$ cat config.mk
export PLATFORM = sky130hd
export DESIGN_NAME = gate_alu
export DESIGN_NICKNAME = d
export VERILOG_FILES = /design/src/rtl/gate_alu_pkg.sv /design/src/rtl/gate_alu.sv /design/src/rtl/magnitude_comparator.sv /design/src/rtl/result_stage.sv /design/src/rtl/ripple_adder.sv /design/src/rtl/ripple_subtractor.sv
export SDC_FILE = /design/constraint.sdc
export NUM_CORES = 1
export LEC_CHECK = 0
export BUFFER_PORTS_ARGS = -buffer_cell sky130_fd_sc_hd__buf_2
export CORE_AREA = 2 2 58 60
export DETAILED_ROUTE_END_ITERATION = 16
export DIE_AREA = 0 0 60 62
export HOLD_SLACK_MARGIN = 0.05
export SKIP_LAST_GASP = 1
export SLEW_MARGIN = 15
export SYNTH_ARGS = -nofsm -noshare
export SYNTH_HDL_FRONTEND = slang
export SYNTH_SLANG_ARGS = --single-unit
$ cat constraint.sdc
create_clock -name RESET -period 1.6 [get_ports RESET]
set_clock_uncertainty 0.1 [all_clocks]
set_input_delay 0.08 -clock RESET [delete_from_list [all_inputs] [get_ports RESET]]
set_output_delay 0.08 -clock RESET [all_outputs]
set_load 0.1 [all_outputs]
$ cat src/rtl/gate_alu_pkg.sv
`default_nettype none

package gate_alu_pkg;

  // operand and result width
  localparam int OPERAND_WIDTH = 6;

  // width of the lower sub-comparator slice
  localparam int LOW_SLICE_WIDTH = 4;

  // operands, sums and differences
  typedef logic [OPERAND_WIDTH-1:0] operand_t;

  // operation code
  typedef logic [1:0] op_t;

  localparam op_t OP_ADD = 2'd0;
  localparam op_t OP_SUB = 2'd1;
  localparam op_t OP_CMP = 2'd2;
  // code 3 is reserved and yields all-zero outputs

endpackage

`default_nettype wire

$ cat src/rtl/gate_alu.sv
`default_nettype none

module gate_alu (
  input  wire                         RESET,
  input  wire                         i_rst_n,
  input  wire                         i_valid,
  input  wire gate_alu_pkg::operand_t i_a,
  input  wire gate_alu_pkg::operand_t i_b,
  input  wire gate_alu_pkg::op_t      i_op,
  output wire                         o_valid,
  output wire gate_alu_pkg::operand_t o_result,
  output wire                         o_carry,
  output wire                         o_eq,
  output wire                         o_gt
);

  // combinational datapath results
  wire gate_alu_pkg::operand_t sum;
  wire                         carry;
  wire gate_alu_pkg::operand_t diff;
  wire                         borrow;
  wire                         cmp_eq;
  wire                         cmp_gt;

  ripple_adder u_adder (
    .i_a     (i_a),
    .i_b     (i_b),
    .o_sum   (sum),
    .o_carry (carry)
  );

  // computes i_a minus i_b
  ripple_subtractor u_subtractor (
    .i_a      (i_a),
    .i_b      (i_b),
    .o_diff   (diff),
    .o_borrow (borrow)
  );

  magnitude_comparator u_comparator (
    .i_a  (i_a),
    .i_b  (i_b),
    .o_eq (cmp_eq),
    .o_gt (cmp_gt)
  );

  // single register stage with one cycle latency
  result_stage u_result (
    .RESET    (RESET),
    .i_rst_n  (i_rst_n),
    .i_valid  (i_valid),
    .i_op     (i_op),
    .i_sum    (sum),
    .i_carry  (carry),
    .i_diff   (diff),
    .i_borrow (borrow),
    .i_eq     (cmp_eq),
    .i_gt     (cmp_gt),
    .o_valid  (o_valid),
    .o_result (o_result),
    .o_carry  (o_carry),
    .o_eq     (o_eq),
    .o_gt     (o_gt)
  );

endmodule

`default_nettype wire

$ cat src/rtl/magnitude_comparator.sv
`default_nettype none

module magnitude_comparator (
  input  wire gate_alu_pkg::operand_t i_a,
  input  wire gate_alu_pkg::operand_t i_b,
  output wire                         o_eq,
  output wire                         o_gt
);

  localparam int TOP = gate_alu_pkg::OPERAND_WIDTH - 1;
  localparam int LOW = gate_alu_pkg::LOW_SLICE_WIDTH;

  // upper two bits resolved directly
  wire top_gt;
  wire top_eq;
  wire next_gt;
  wire next_eq;
  wire upper_gt;
  wire upper_eq;

  assign top_gt  = i_a[TOP] & ~i_b[TOP];
  assign top_eq  = ~(i_a[TOP] ^ i_b[TOP]);
  assign next_gt = i_a[TOP-1] & ~i_b[TOP-1];
  assign next_eq = ~(i_a[TOP-1] ^ i_b[TOP-1]);

  // top bit decides unless it matches
  assign upper_gt = top_gt | (top_eq & next_gt);
  assign upper_eq = top_eq & next_eq;

  // lower slice handed to the 4-bit sub-comparator
  wire [LOW-1:0] low_a;
  wire [LOW-1:0] low_b;
  wire [LOW-1:0] low_ne;
  wire [LOW-1:0] eq_above;
  wire [LOW-1:0] gt_term_n;
  wire           low_eq;
  wire           low_gt;

  assign low_a  = i_a[LOW-1:0];
  assign low_b  = i_b[LOW-1:0];
  assign low_ne = low_a ^ low_b;

  // all lower bits match
  assign low_eq = ~|low_ne;

  // no difference above the top bit of the slice
  assign eq_above[LOW-1] = 1'b1;

  for (genvar i = LOW - 1; i > 0; i--) begin : g_eq_chain
    assign eq_above[i-1] = eq_above[i] & ~low_ne[i];
  end

  // one nand term per bit, active only at the first differing bit
  for (genvar i = 0; i < LOW; i++) begin : g_gt_term
    assign gt_term_n[i] = ~(eq_above[i] & low_a[i] & ~low_b[i]);
  end

  // any active term means the lower slice of i_a is larger
  assign low_gt = ~&gt_term_n;

  // combine upper resolve with the lower slice
  assign o_eq = upper_eq & low_eq;
  assign o_gt = upper_gt | (upper_eq & low_gt);

endmodule

`default_nettype wire

$ cat src/rtl/result_stage.sv
`default_nettype none

module result_stage (
  input  wire                         RESET,
  input  wire                         i_rst_n,
  input  wire                         i_valid,
  input  wire gate_alu_pkg::op_t      i_op,
  input  wire gate_alu_pkg::operand_t i_sum,
  input  wire                         i_carry,
  input  wire gate_alu_pkg::operand_t i_diff,
  input  wire                         i_borrow,
  input  wire                         i_eq,
  input  wire                         i_gt,
  output logic                        o_valid,
  output gate_alu_pkg::operand_t      o_result,
  output logic                        o_carry,
  output logic                        o_eq,
  output logic                        o_gt
);

  // values selected by the operation code
  gate_alu_pkg::operand_t sel_result;
  logic                   sel_carry;
  logic                   sel_eq;
  logic                   sel_gt;

  always_comb begin
    sel_result = '0;
    sel_carry  = 1'b0;
    sel_eq     = i_eq;
    sel_gt     = i_gt;
    case (i_op)
      gate_alu_pkg::OP_ADD: begin
        sel_result = i_sum;
        sel_carry  = i_carry;
      end
      gate_alu_pkg::OP_SUB: begin
        sel_result = i_diff;
        sel_carry  = i_borrow;
      end
      gate_alu_pkg::OP_CMP: begin
        // result and carry stay zero for a compare
        sel_result = '0;
      end
      default: begin
        // reserved code clears the flags as well
        sel_eq = 1'b0;
        sel_gt = 1'b0;
      end
    endcase
  end

  always_ff @(posedge RESET) begin
    if (!i_rst_n) begin
      o_valid  <= 1'b0;
      o_result <= '0;
      o_carry  <= 1'b0;
      o_eq     <= 1'b0;
      o_gt     <= 1'b0;
    end else begin
      o_valid <= i_valid;
      // data holds its last value between strobes
      if (i_valid) begin
        o_result <= sel_result;
        o_carry  <= sel_carry;
        o_eq     <= sel_eq;
        o_gt     <= sel_gt;
      end
    end
  end

endmodule

`default_nettype wire

$ cat src/rtl/ripple_adder.sv
`default_nettype none

module ripple_adder (
  input  wire gate_alu_pkg::operand_t i_a,
  input  wire gate_alu_pkg::operand_t i_b,
  output wire gate_alu_pkg::operand_t o_sum,
  output wire                         o_carry
);

  // carry out of each bit slice
  wire gate_alu_pkg::operand_t carry;

  // bit 0 is a half adder
  assign o_sum[0] = i_a[0] ^ i_b[0];
  assign carry[0] = i_a[0] & i_b[0];

  // full adders each taking the carry of the slice below
  for (genvar i = 1; i < gate_alu_pkg::OPERAND_WIDTH; i++) begin : g_full_add
    assign o_sum[i] = i_a[i] ^ i_b[i] ^ carry[i-1];
    // majority of the three inputs
    assign carry[i] = (i_a[i] & i_b[i])
                    | (i_b[i] & carry[i-1])
                    | (i_a[i] & carry[i-1]);
  end

  // carry out of the top slice
  assign o_carry = carry[gate_alu_pkg::OPERAND_WIDTH-1];

endmodule

`default_nettype wire

$ cat src/rtl/ripple_subtractor.sv
`default_nettype none

module ripple_subtractor (
  input  wire gate_alu_pkg::operand_t i_a,
  input  wire gate_alu_pkg::operand_t i_b,
  output wire gate_alu_pkg::operand_t o_diff,
  output wire                         o_borrow
);

  // borrow out of each bit slice
  wire gate_alu_pkg::operand_t borrow;

  // bit 0 is a half subtractor
  assign o_diff[0] = i_a[0] ^ i_b[0];
  // borrow when minuend is 0 and subtrahend is 1
  assign borrow[0] = ~i_a[0] & i_b[0];

  // modified full subtractor for every higher bit
  for (genvar i = 1; i < gate_alu_pkg::OPERAND_WIDTH; i++) begin : g_full_sub
    wire bit_diff;
    wire a_low_nand;
    wire ripple_nand;

    // two cascaded xors form the difference
    assign bit_diff  = i_a[i] ^ i_b[i];
    assign o_diff[i] = bit_diff ^ borrow[i-1];

    // local borrow term goes low when a is 0 and b is 1
    assign a_low_nand = ~(~i_a[i] & i_b[i]);
    // incoming borrow passes through when the bits match
    assign ripple_nand = ~(borrow[i-1] & ~bit_diff);

    assign borrow[i] = ~(a_low_nand & ripple_nand);
  end

  // top slice borrow is set when i_a < i_b
  assign o_borrow = borrow[gate_alu_pkg::OPERAND_WIDTH-1];

endmodule

`default_nettype wire

==> qor.csv, run 1 <==
metric,value,unit
grt_pass1_wl,3.56,mm
drive_gt1_frac,0.346,
crit_type,in2reg,
multi_input_area,676,um2
dr.pass1.iters,4,
syn_nets,140,
hpwl,2.00,mm
postCtsSetupBuffers,0,
status,finished clean,
drc,0,
nFillCells,333,
numClockSinks,10,
io_pins,27,
path_max_fanout,5,
max-vdd-ir-drop,0.000195,V
combPwrFrac,0.448,
grt_pass1_vias,852,
drt_iter0_markers,32,
finalNonFillerCells,205,
nets,192,
wire_per_inst,10.9,um
clock_latency,0.26,ns
cts-root-buf,clkbuf_4,
ys_ff_latch,10,
synth-edff-count,0,
gp_congestion,0.858,
avgViaCountPerCell,4.58,
arrival,1.50,ns
ant_nets,0,
io_buffers,26,
grt_overflow_total,0,
p_sw_frac,0.376,
num_vias,939,
fp-row-count,21,
synth_top_cell_by_area,dfxtp_1,
fmax,0.692,GHz
antenna_found_initial,0,
start_kind,primary input,
final-hold-violation-count,0,
area_growth,45.8,%
leakagePower,0.655,nW
clk_pin_slew_worst_paths,0.06,ns
cts_tree,yes,
clk_path_buf_depth,2,
asyncSetResetFlopFracSynth,0,
fin_tns_setup,0,ns
worstHoldPathType,in2reg,
worst_pin_slew,0.486,ns
place_inst,199,
core,3180,um2
grt_start_max_net_pins,7,
ys.flop_type,dfxtp_1,
synth.most_common_cell,ha_1,
grt_usage,0.125,
die_h,62,um
cts_resized,0,
maxSlewViolCount,0,
p_int,0.558,mW
slew_headroom,0.678,
place_area,1250,um2
die_w,60,um
power_switching,0.337,mW
start_util,0.283,
synth_cell_types,33,
synth_cells,108,
dieArea,3720,um2
final-seq-area,200,um2
syn_area,900,um2
yosysSeqAreaShare,0.223,
antennaDiodeCount,0,
routed_wl,2.24,mm
htree_num_levels,1,
finalCriticalPeriod,1.44,ns
finalSetupViolations,0,
end_kind,flop,
pwr-share-seq,0.301,
max_cap_violations,0,
design_area,1310,um2
netlist_top_cells_count,"15 x ha_1, 11 x inv_1, 10 x dfxtp_1, 8 x a21oi_1, 7 x nand2_1",
required,1.66,ns
powerDensity,683,nW/um2
ys_warn_count,0,
rsz0062_at_grt,no,
power,0.896,mW
fin_crit_sh,0.903,
synth.area.top_cells,"dfxtp_1 22%, ha_1 21%, xnor2_1 4.9%, inv_1 4.6%, a21oi_1 4.5%",
avgSynthCellArea,8.33,um2
synth.top_cell.area_share,0.223,
pwr-share-clk,0.251,
numCtsBuffers,3,
-- routing by layer --
layer  global-route usage  part of all wire
met3               0.0124             0.027
met1                0.150              0.46
met5                    0                 0
met4               0.0476            0.0085
met2                0.231              0.50
-- worst max-delay path, stage by stage --
cell	delay [ns]
buf_2	0.10
inv_1	0.09
ha_4	0.22
and3_1	0.19
a2111oi_2	0.37
a211oi_1	0.11
xnor2_1	0.14
a22o_2	0.20
-- final cells by class --
cell class,instances,share of cell area
clock buffers,4,0.0277
inverters,11,0.0315
multi-input cells,86,0.515
flip-flops and latches,10,0.153
well taps,46,0.0439
repair buffers,48,0.229
-- repair_timing --
| item | 4_1_cts | 5_1_grt |
|---|---|---|
| hold endpoints to repair | 5 | 0 |
| setup endpoints to repair | 0 | 0 |
| hold buffers | 2 | 0 |
-- cells in the final DEF (no fill, tap or decap), drive strengths merged, types with 4 or more instances in the layout --
cell type	netlist	routed
dfxtp	10	10
buf	1	46
nand2	7	7
nor2b	5	5
a22o	4	4
ha	15	15
a21oi	8	8
nor3	6	6
xnor2	5	5
clkbuf	0	4
nor2	5	5
inv	11	11
-- state kept, by name, indices dropped and copies added (netlist names) --
| name | count |
|---|---|
| u_result.o_carry | 1 |
| u_result.o_eq | 1 |
| u_result.o_valid | 1 |
| u_result.o_gt | 1 |
| u_result.o_result | 6 |
-- path summary, 6_finish.rpt --
check        cells past startpoint             start              endpoint  slack (ns)
max                              8            i_a[4]  u_result.o_result[5]        0.16
max reg2reg                      3     u_result.o_gt         u_result.o_gt        0.80
min                              4            i_b[5]      u_result.o_carry        0.18
min reg2reg                      2  u_result.o_carry      u_result.o_carry        0.34
-- kinds of logic (layout without fill, tap and decap cells) --
kind of cell	Yosys count	in the layout	synth area share
buffers and inverters	12	63	0.0542
AND/OR/NAND/NOR	32	32	0.185
adder cells (fa/ha/maj)	15	15	0.209
multiplexers	1	1	0.0111
XOR/XNOR	5	5	0.0487
flip-flops	10	10	0.223
AO/OA/AOI/OAI	33	33	0.270
-- power groups by stage --
| stage | clock network, mW | logic [mW] | registers (mW) |
|---|---|---|---|
| 2_1_floorplan | 0 | 0.166 | 0.379 |
| 4_1_cts | 0.230 | 0.405 | 0.270 |
| 3_5_place_dp | 0 | 0.399 | 0.275 |
| 3_3_place_gp | 0 | 0.399 | 0.275 |
| 6_report | 0.225 | 0.401 | 0.270 |
| 5_1_grt | 0.243 | 0.435 | 0.271 |
-- stage by stage --
stage                     worst slack [ns]   util  hold slack [ns]
after floorplan                    0.00113      -           0.0975
after global placement              -0.122  0.395            0.248
after detailed placement            -0.135  0.395            0.257
after CTS                            0.144  0.412            0.178
after global routing                0.0606  0.412            0.218
final                                0.155  0.412            0.178
No activity file was read; power rests on OpenSTA's default activity.
==> run 2, diff against run 1 <==
ABC_AREA = 1   (was not set)
==> run 2 against run 1 <==
Count of clock-buffer cells in the layout down 1. Register-to-register slack better by 0.11 ns. Utilization down 5.3 points. Final area down 13%. Combinational power down 22%. Die area unchanged. Hold slack worse by 0.11 ns. Wire length down 20%. Synthesized cell count up 27%. Setup slack better by 0.098 ns. Largest cell class unchanged. Largest power group unchanged. Highest routed layer is now met3.
==> qor.csv, run 2 <==
metric,value,unit,change
status,finished clean,,unchanged
gp_congestion,0.782,,was 0.858
grt_start_max_net_pins,11,,was 7
cts-root-buf,clkbuf_4,,unchanged
avgSynthCellArea,6.59,um2,was 8.33 um2
final_cell_mix,"34 x nand2_1, 26 x buf_2, 22 x inv_1, 15 x ha_1, 14 x a21oi_1",,"was 26 x buf_2, 20 x buf_4, 13 x ha_1, 11 x inv_1, 10 x dfxtp_1"
worst_pin_slew,0.492,ns,was 0.486 ns
synth_compound_area_frac,0.144,,was 0.270
worstHoldStart,i_op[1],,was i_b[5]
clock_latency,0.26,ns,about the same
die_w,60,um,unchanged
fmax,0.743,GHz,was 0.692 GHz
cts_resized,0,,unchanged
netlist_top_cells_count,"34 x nand2_1, 22 x inv_1, 15 x ha_1, 14 x a21oi_1, 10 x dfxtp_1",,"was 15 x ha_1, 11 x inv_1, 10 x dfxtp_1, 8 x a21oi_1, 7 x nand2_1"
syn_area,903,um2,was 900 um2
top_register,u_result.o_result,,unchanged
numClockSinks,10,,unchanged
fin_tns_setup,0,ns,unchanged
rr_worst_depth,2,,was 3
path_max_fanout,10,,was 5
htree_num_levels,1,,unchanged
nFillCells,363,,was 333
largest_reg_flops,6,,unchanged
cts_tree,yes,,unchanged
path_buf_inv,4,,was 2
start_util,0.284,,was 0.283
finalCriticalPeriod,1.35,ns,was 1.44 ns
asyncSetResetFlopFracSynth,0,,unchanged
grt_pass1_vias,760,,was 852
ys.flop_type,dfxtp_1,,unchanged
grt_overflow_total,0,,unchanged
r2r-start,u_result.o_result[0],,was u_result.o_gt
wire_per_inst,8.33,um,was 10.9 um
finalSetupViolations,0,,unchanged
yosysSeqAreaShare,0.222,,was 0.223
avgViaCountPerCell,4.18,,was 4.58
rsz0062_at_grt,no,,unchanged
clk_path_buf_depth,2,,unchanged
grt_usage,0.104,,was 0.125
grt_pass1_wl,2.97,mm,was 3.56 mm
fp-row-count,21,,unchanged
power,0.743,mW,was 0.896 mW
synthXorXnorAreaFrac,0,,was 0.0487
synthMuxAreaShare,0,,was 0.0111
slowest_stage,dlygate4sd3_1,,was a2111oi_2
antenna_found_initial,0,,unchanged
slew_headroom,0.674,,was 0.678
critPathTopFamily,buffers and inverters,,was compound AO/OA/AOI/OAI gates
hold_depth,4,,unchanged
synth_cells,137,,was 108
synth.top_cell.area_share,0.222,,was 0.223
synth.area.top_cells,"dfxtp_1 22%, ha_1 21%, nand2_1 14%, inv_1 9.1%, a21oi_1 7.8%",,"was dfxtp_1 22%, ha_1 21%, xnor2_1 4.9%, inv_1 4.6%, a21oi_1 4.5%"
powerDensity,649,nW/um2,was 683 nW/um2
final_common_cell,nand2_1,,was buf_2
syn_nets,169,,was 140
crit_type,in2reg,,unchanged
worstHoldPathType,in2reg,,unchanged
synth_cell_types,20,,was 33
core,3180,um2,unchanged
io_pins,27,,unchanged
cts_hold_buf,3,,was 2
r2r_slack,0.91,ns,was 0.80 ns
drt_iter0_markers,29,,was 32
leakagePower,0.633,nW,was 0.655 nW
synth.most_common_cell,nand2_1,,was ha_1
max_cap_violations,0,,unchanged
end_kind,flop,,unchanged
multi_input_area,602,um2,was 676 um2
dr.pass1.iters,4,,unchanged
required,1.69,ns,was 1.66 ns
io_buffers,26,,unchanged
maxSlewViolCount,0,,unchanged
routed_wl,1.79,mm,was 2.24 mm
final-seq-area,200,um2,unchanged
nets,203,,was 192
numCtsBuffers,3,,unchanged
arrival,1.44,ns,was 1.50 ns
area_growth,26.6,%,was 45.8%
postCtsSetupBuffers,0,,unchanged
final_util,0.360,,was 0.412
synthAdderAreaFrac,0.208,,was 0.209
antennaDiodeCount,0,,unchanged
synth_simple_gate_area_share,0.314,,was 0.185
clk_pin_slew_worst_paths,0.06,ns,about the same
ant_nets,0,,unchanged
max-vdd-ir-drop,0.000214,V,was 0.000195 V
fin_crit_sh,0.842,,was 0.903
drc,0,,unchanged
synth_top_cell_by_area,dfxtp_1,,unchanged
drive_gt1_frac,0.266,,was 0.346
synth-edff-count,0,,unchanged
ys_ff_latch,10,,unchanged
cp.depth,8,,unchanged
crit_top_cell,a21oi_1,,
hpwl,1.52,mm,was 2.00 mm
startpoint,i_valid,,was i_a[4]
synth_top_family_by_area,simple AND/OR/NAND/NOR gates,,was compound AO/OA/AOI/OAI gates
die_h,62,um,unchanged
dieArea,3720,um2,unchanged
num_vias,899,,was 939
ys_warn_count,0,,unchanged
start_kind,primary input,,unchanged
crit_chain,dlygate4sd3_1 > buf_2 > inv_2 > nor2_2 > inv_1 > a21oi_1 > o21ai_0 > a21oi_1,,was buf_2 > inv_1 > ha_4 > and3_1 > a2111oi_2 > a211oi_1 > xnor2_1 > a22o_2
final-hold-violation-count,0,,unchanged
slowest_delay,0.51,ns,was 0.37 ns
[run 2: cell types whose count changed in the layout (fill, tap and decap cells not counted), moves of 5 or more]
cell	previous run	this run
nand2_1	7	34
buf_4	20	0
inv_1	11	22
nand2_2	0	8
a21oi_1	8	14
nand3_1	1	7
o21ai_1	0	6
nor2b_1	5	0
nor3_1	6	1
xnor2_1	5	0
[run 2: worst register-to-register path, stage by stage, from the launching register on]
cell and delay [ns]:
dfxtp_1 0.34, nand2_1 0.06, a21oi_1 0.13
[run 2: path summary, 6_finish.rpt]
kind	to
worst max-delay path	u_result.o_result[3]
worst min-delay path	u_result.o_result[5]
worst max register to register	u_result.o_result[0]
worst min register to register	u_result.o_result[1]
[run 2: routing by layer]
metal | vias up | GRT usage | part of all wire
met2 | 17 | 0.174 | 0.47
met3 | 0 | 0.0373 | 0.039
met5 | - | 0 | 0
li1 | 499 | - | -
met1 | 383 | 0.134 | 0.49
met4 | 0 | 0.00952 | 0
[run 2: report_power, final]
| group | internal, mW | switching (mW) | total (mW) |
|---|---|---|---|
| Combinational | 0.0909 | 0.220 | 0.311 |
| Sequential | 0.262 | 0.00554 | 0.268 |
| Clock | 0.0865 | 0.0776 | 0.164 |
[run 2: cell type report]
class / count / share of cell area
clock buffer: 3 / 0.0197
tap: 46 / 0.0503
timing repair buffer: 29 / 0.140
sequential: 10 / 0.175
inverter: 27 / 0.0886
multi-input combinational: 100 / 0.526
[run 2: cell families after synthesis]
logic type      Yosys count
simple gates             60
fa+ha+maj                15
compound gates           25
flops                    10
buf+inv                  27
[run 2: stage by stage]
| step | hold WS [ns] | instance area, um2 | instances | worst slack (ns) |
|---|---|---|---|---|
| after floorplan | 0.0735 | 903 | 137 | 0.252 |
| after global placement | 0.205 | 1090 | 209 | 0.0826 |
| after detailed placement | 0.207 | 1090 | 209 | 0.0770 |
| after CTS | 0.0677 | 1140 | 215 | 0.217 |
| after global routing | 0.0966 | 1140 | 215 | 0.0248 |
| final | 0.0664 | 1140 | 215 | 0.253 |
==> run 3, diff against run 2 <==
clock period = 1.15 ns   (was 1.6 ns; I/O delays follow)
==> run 3 against run 2 <==
Global-route usage rose by 1.8 points. Final area rose by 38%. First-iteration DRC count fell by 45%. Die area did not move. Non-clock buffer count rose by 21. Sequential share of layout area fell by 4.1 points. Highest routed layer unchanged.
==> qor.csv, run 3 (same netlist as run 2, synthesis figures left out) <==
metric,value,unit,change
gp_congestion,0.754,,was 0.782
final_cell_mix,"31 x nand2_1, 23 x buf_4, 19 x inv_1, 14 x a21oi_1, 13 x buf_2",,"was 34 x nand2_1, 26 x buf_2, 22 x inv_1, 15 x ha_1, 14 x a21oi_1"
power,1.22,mW,was 0.743 mW
fin_crit_sh,0.971,,
dr.pass1.iters,4,,unchanged
num_vias,986,,was 899
finalNonFillerCells,236,,was 215
drive_gt1_frac,0.484,,was 0.266
drc,0,,unchanged
met2_usage,0.214,,was 0.174
nets,224,,was 203
endpoint,u_result.o_carry,,was u_result.o_result[3]
grtUsageMet3,0.0311,,was 0.0373
drt_iter0_markers,16,,was 29
core,3180,um2,unchanged
start_util,0.284,,unchanged
final-hold-violation-count,0,,unchanged
r2r_slack,0.44,ns,was 0.91 ns
clock_latency,0.25,ns,was 0.26 ns
fp-row-count,21,,unchanged
avgViaCountPerCell,4.18,,about the same
gr-usage-met1,0.153,,was 0.134
max_cap_violations,0,,unchanged
numClockSinks,10,,unchanged
place_inst,230,,was 209
arrival,1.20,ns,was 1.44 ns
die_w,60,um,unchanged
antenna_found_initial,0,,unchanged
wire_per_inst,9.09,um,was 8.33 um
required,1.23,ns,was 1.69 ns
powerDensity,774,nW/um2,was 649 nW/um2
grt_pass1_wl,3.51,mm,was 2.97 mm
pwr-share-seq,0.316,,was 0.360
crit_type,in2reg,,unchanged
final_common_cell,nand2_1,,unchanged
power_switching,0.469,mW,was 0.303 mW
cts-root-buf,clkbuf_4,,unchanged
grt_overflow_total,0,,unchanged
slew_headroom,0.830,,was 0.674
dieArea,3720,um2,unchanged
cts_tree,yes,,unchanged
startpoint,i_a[1],,was i_valid
status,finished clean,,unchanged
io_pins,27,,unchanged
maxSlewViolCount,0,,unchanged
r2r_end,u_result.o_result[4],,was u_result.o_result[0]
p_sw_frac,0.383,,was 0.408
grt_usage,0.122,,was 0.104
grt_pass1_vias,921,,was 760
fmax,0.895,GHz,
largest_reg_flops,6,,unchanged
worstHoldPathType,in2reg,,unchanged
max-vdd-ir-drop,0.000535,V,was 0.000214 V
pwr-share-clk,0.183,,was 0.221
ant_nets,0,,unchanged
io_buffers,26,,unchanged
leakagePower,0.784,nW,was 0.633 nW
p_int,0.755,mW,was 0.440 mW
combPwrFrac,0.501,,was 0.419
clk_path_buf_depth,2,,unchanged
rr_worst_depth,2,,unchanged
numCtsBuffers,3,,unchanged
top_register,u_result.o_result,,unchanged
start_kind,primary input,,unchanged
area_growth,74.9,%,was 26.6%
die_h,62,um,unchanged
end_kind,flop,,unchanged
grt_start_max_net_pins,10,,was 11
finalCriticalPeriod,1.12,ns,
clk_pin_slew_worst_paths,0.06,ns,about the same
worst_pin_slew,0.254,ns,was 0.492 ns
r2r-start,u_result.o_result[4],,was u_result.o_result[0]
htree_num_levels,1,,unchanged
path_max_fanout,3,,was 10
hpwl,1.77,mm,was 1.52 mm
routed_wl,2.15,mm,was 1.79 mm
finalSetupViolations,0,,unchanged
antennaDiodeCount,0,,unchanged
busiest_layer,met2,,unchanged
rsz0062_at_grt,yes,,was no
[run 3: changes by cell type in the layout (fill, tap and decap cells not counted), moves of 4 or more]
| cell | previous run | this run |
|---|---|---|
| buf_2 | 26 | 13 |
| buf_4 | 0 | 23 |
| buf_12 | 0 | 11 |
| dfxtp_1 | 10 | 1 |
| ha_1 | 15 | 10 |
| dfxtp_2 | 0 | 9 |
| ha_4 | 0 | 4 |
[run 3: area by class of cell]
cell class / instances / area [um2]
fillers: 326 / 1600
multi-input cells: 100 / 686
repair buffers: 50 / 489
flip-flops and latches: 10 / 211
inverters: 27 / 114
well taps: 46 / 57.6
clock buffers: 3 / 22.5
[run 3: power by group through the flow]
| stage | Clock [mW] | Sequential, mW | Combinational (mW) |
|---|---|---|---|
| floorplan | 0 | 0.515 | 0.211 |
| global placement | 0 | 0.394 | 0.569 |
| detailed placement | 0 | 0.395 | 0.573 |
| CTS | 0.229 | 0.387 | 0.596 |
| global route | 0.258 | 0.389 | 0.669 |
| finish | 0.223 | 0.387 | 0.613 |
[run 3: what timing repair did]
| item | in CTS | in global routing |
|---|---|---|
| resized for setup | 8 | 9 |
| endpoints found under the setup margin | 4 | 6 |
| hold endpoints to repair | 3 | 0 |
| buffers inserted | 1 | 0 |
| hold buffers | 2 | 0 |
| pin swaps | 6 | 13 |
[run 3: per-layer routing]
layer  routed length, um  up-vias  part of all wire
li1                    -      541                 -
met4                   0        0                 0
met5                   0        -                 0
met3                  69        0             0.032
met2                1100       17              0.51
met1                 981      428              0.46
[run 3: worst max-delay path, cell delays in order]
cell	delay [ns]
buf_12	0.09
inv_12	0.03
ha_4	0.25
nand2_2	0.05
nand2_1	0.05
nand2_1	0.05
nand2_2	0.06
nand2_2	0.05
nand2_2	0.07
nand2_2	0.06
nand2_1	0.06
nand2_1	0.05
nand3b_1	0.08
nand3_1	0.08
a21oi_1	0.12
[run 3: how the worst min path moves through the flow]
| stage | endpoint | cells after the start | start | slack [ns] |
|---|---|---|---|---|
| after global placement | u_result.o_valid | 3 | i_rst_n | 0.19 |
| after global routing | u_result.o_result[5] | 5 | i_valid | 0.11 |
| after floorplan | u_result.o_valid | 2 | i_valid | 0.05 |
| final | u_result.o_result[5] | 5 | i_valid | 0.08 |
| after detailed placement | u_result.o_valid | 3 | i_rst_n | 0.20 |
| after CTS | u_result.o_result[5] | 5 | i_valid | 0.09 |
[run 3: per-stage QoR]
step / setup slack [ns] / area [um2] / util / hold slack, ns / TNS [ns]
final: 0.0331 / 1580 / 0.497 / 0.0826 / 0
after global routing: -0.106 / 1580 / 0.497 / 0.107 / -0.116
after floorplan: -0.0530 / 958 / - / 0.0510 / -0.118
after detailed placement: -0.364 / 1450 / 0.457 / 0.201 / -1.93
after CTS: -0.0152 / 1530 / 0.481 / 0.0865 / -0.0152
after global placement: -0.338 / 1450 / 0.457 / 0.189 / -1.80
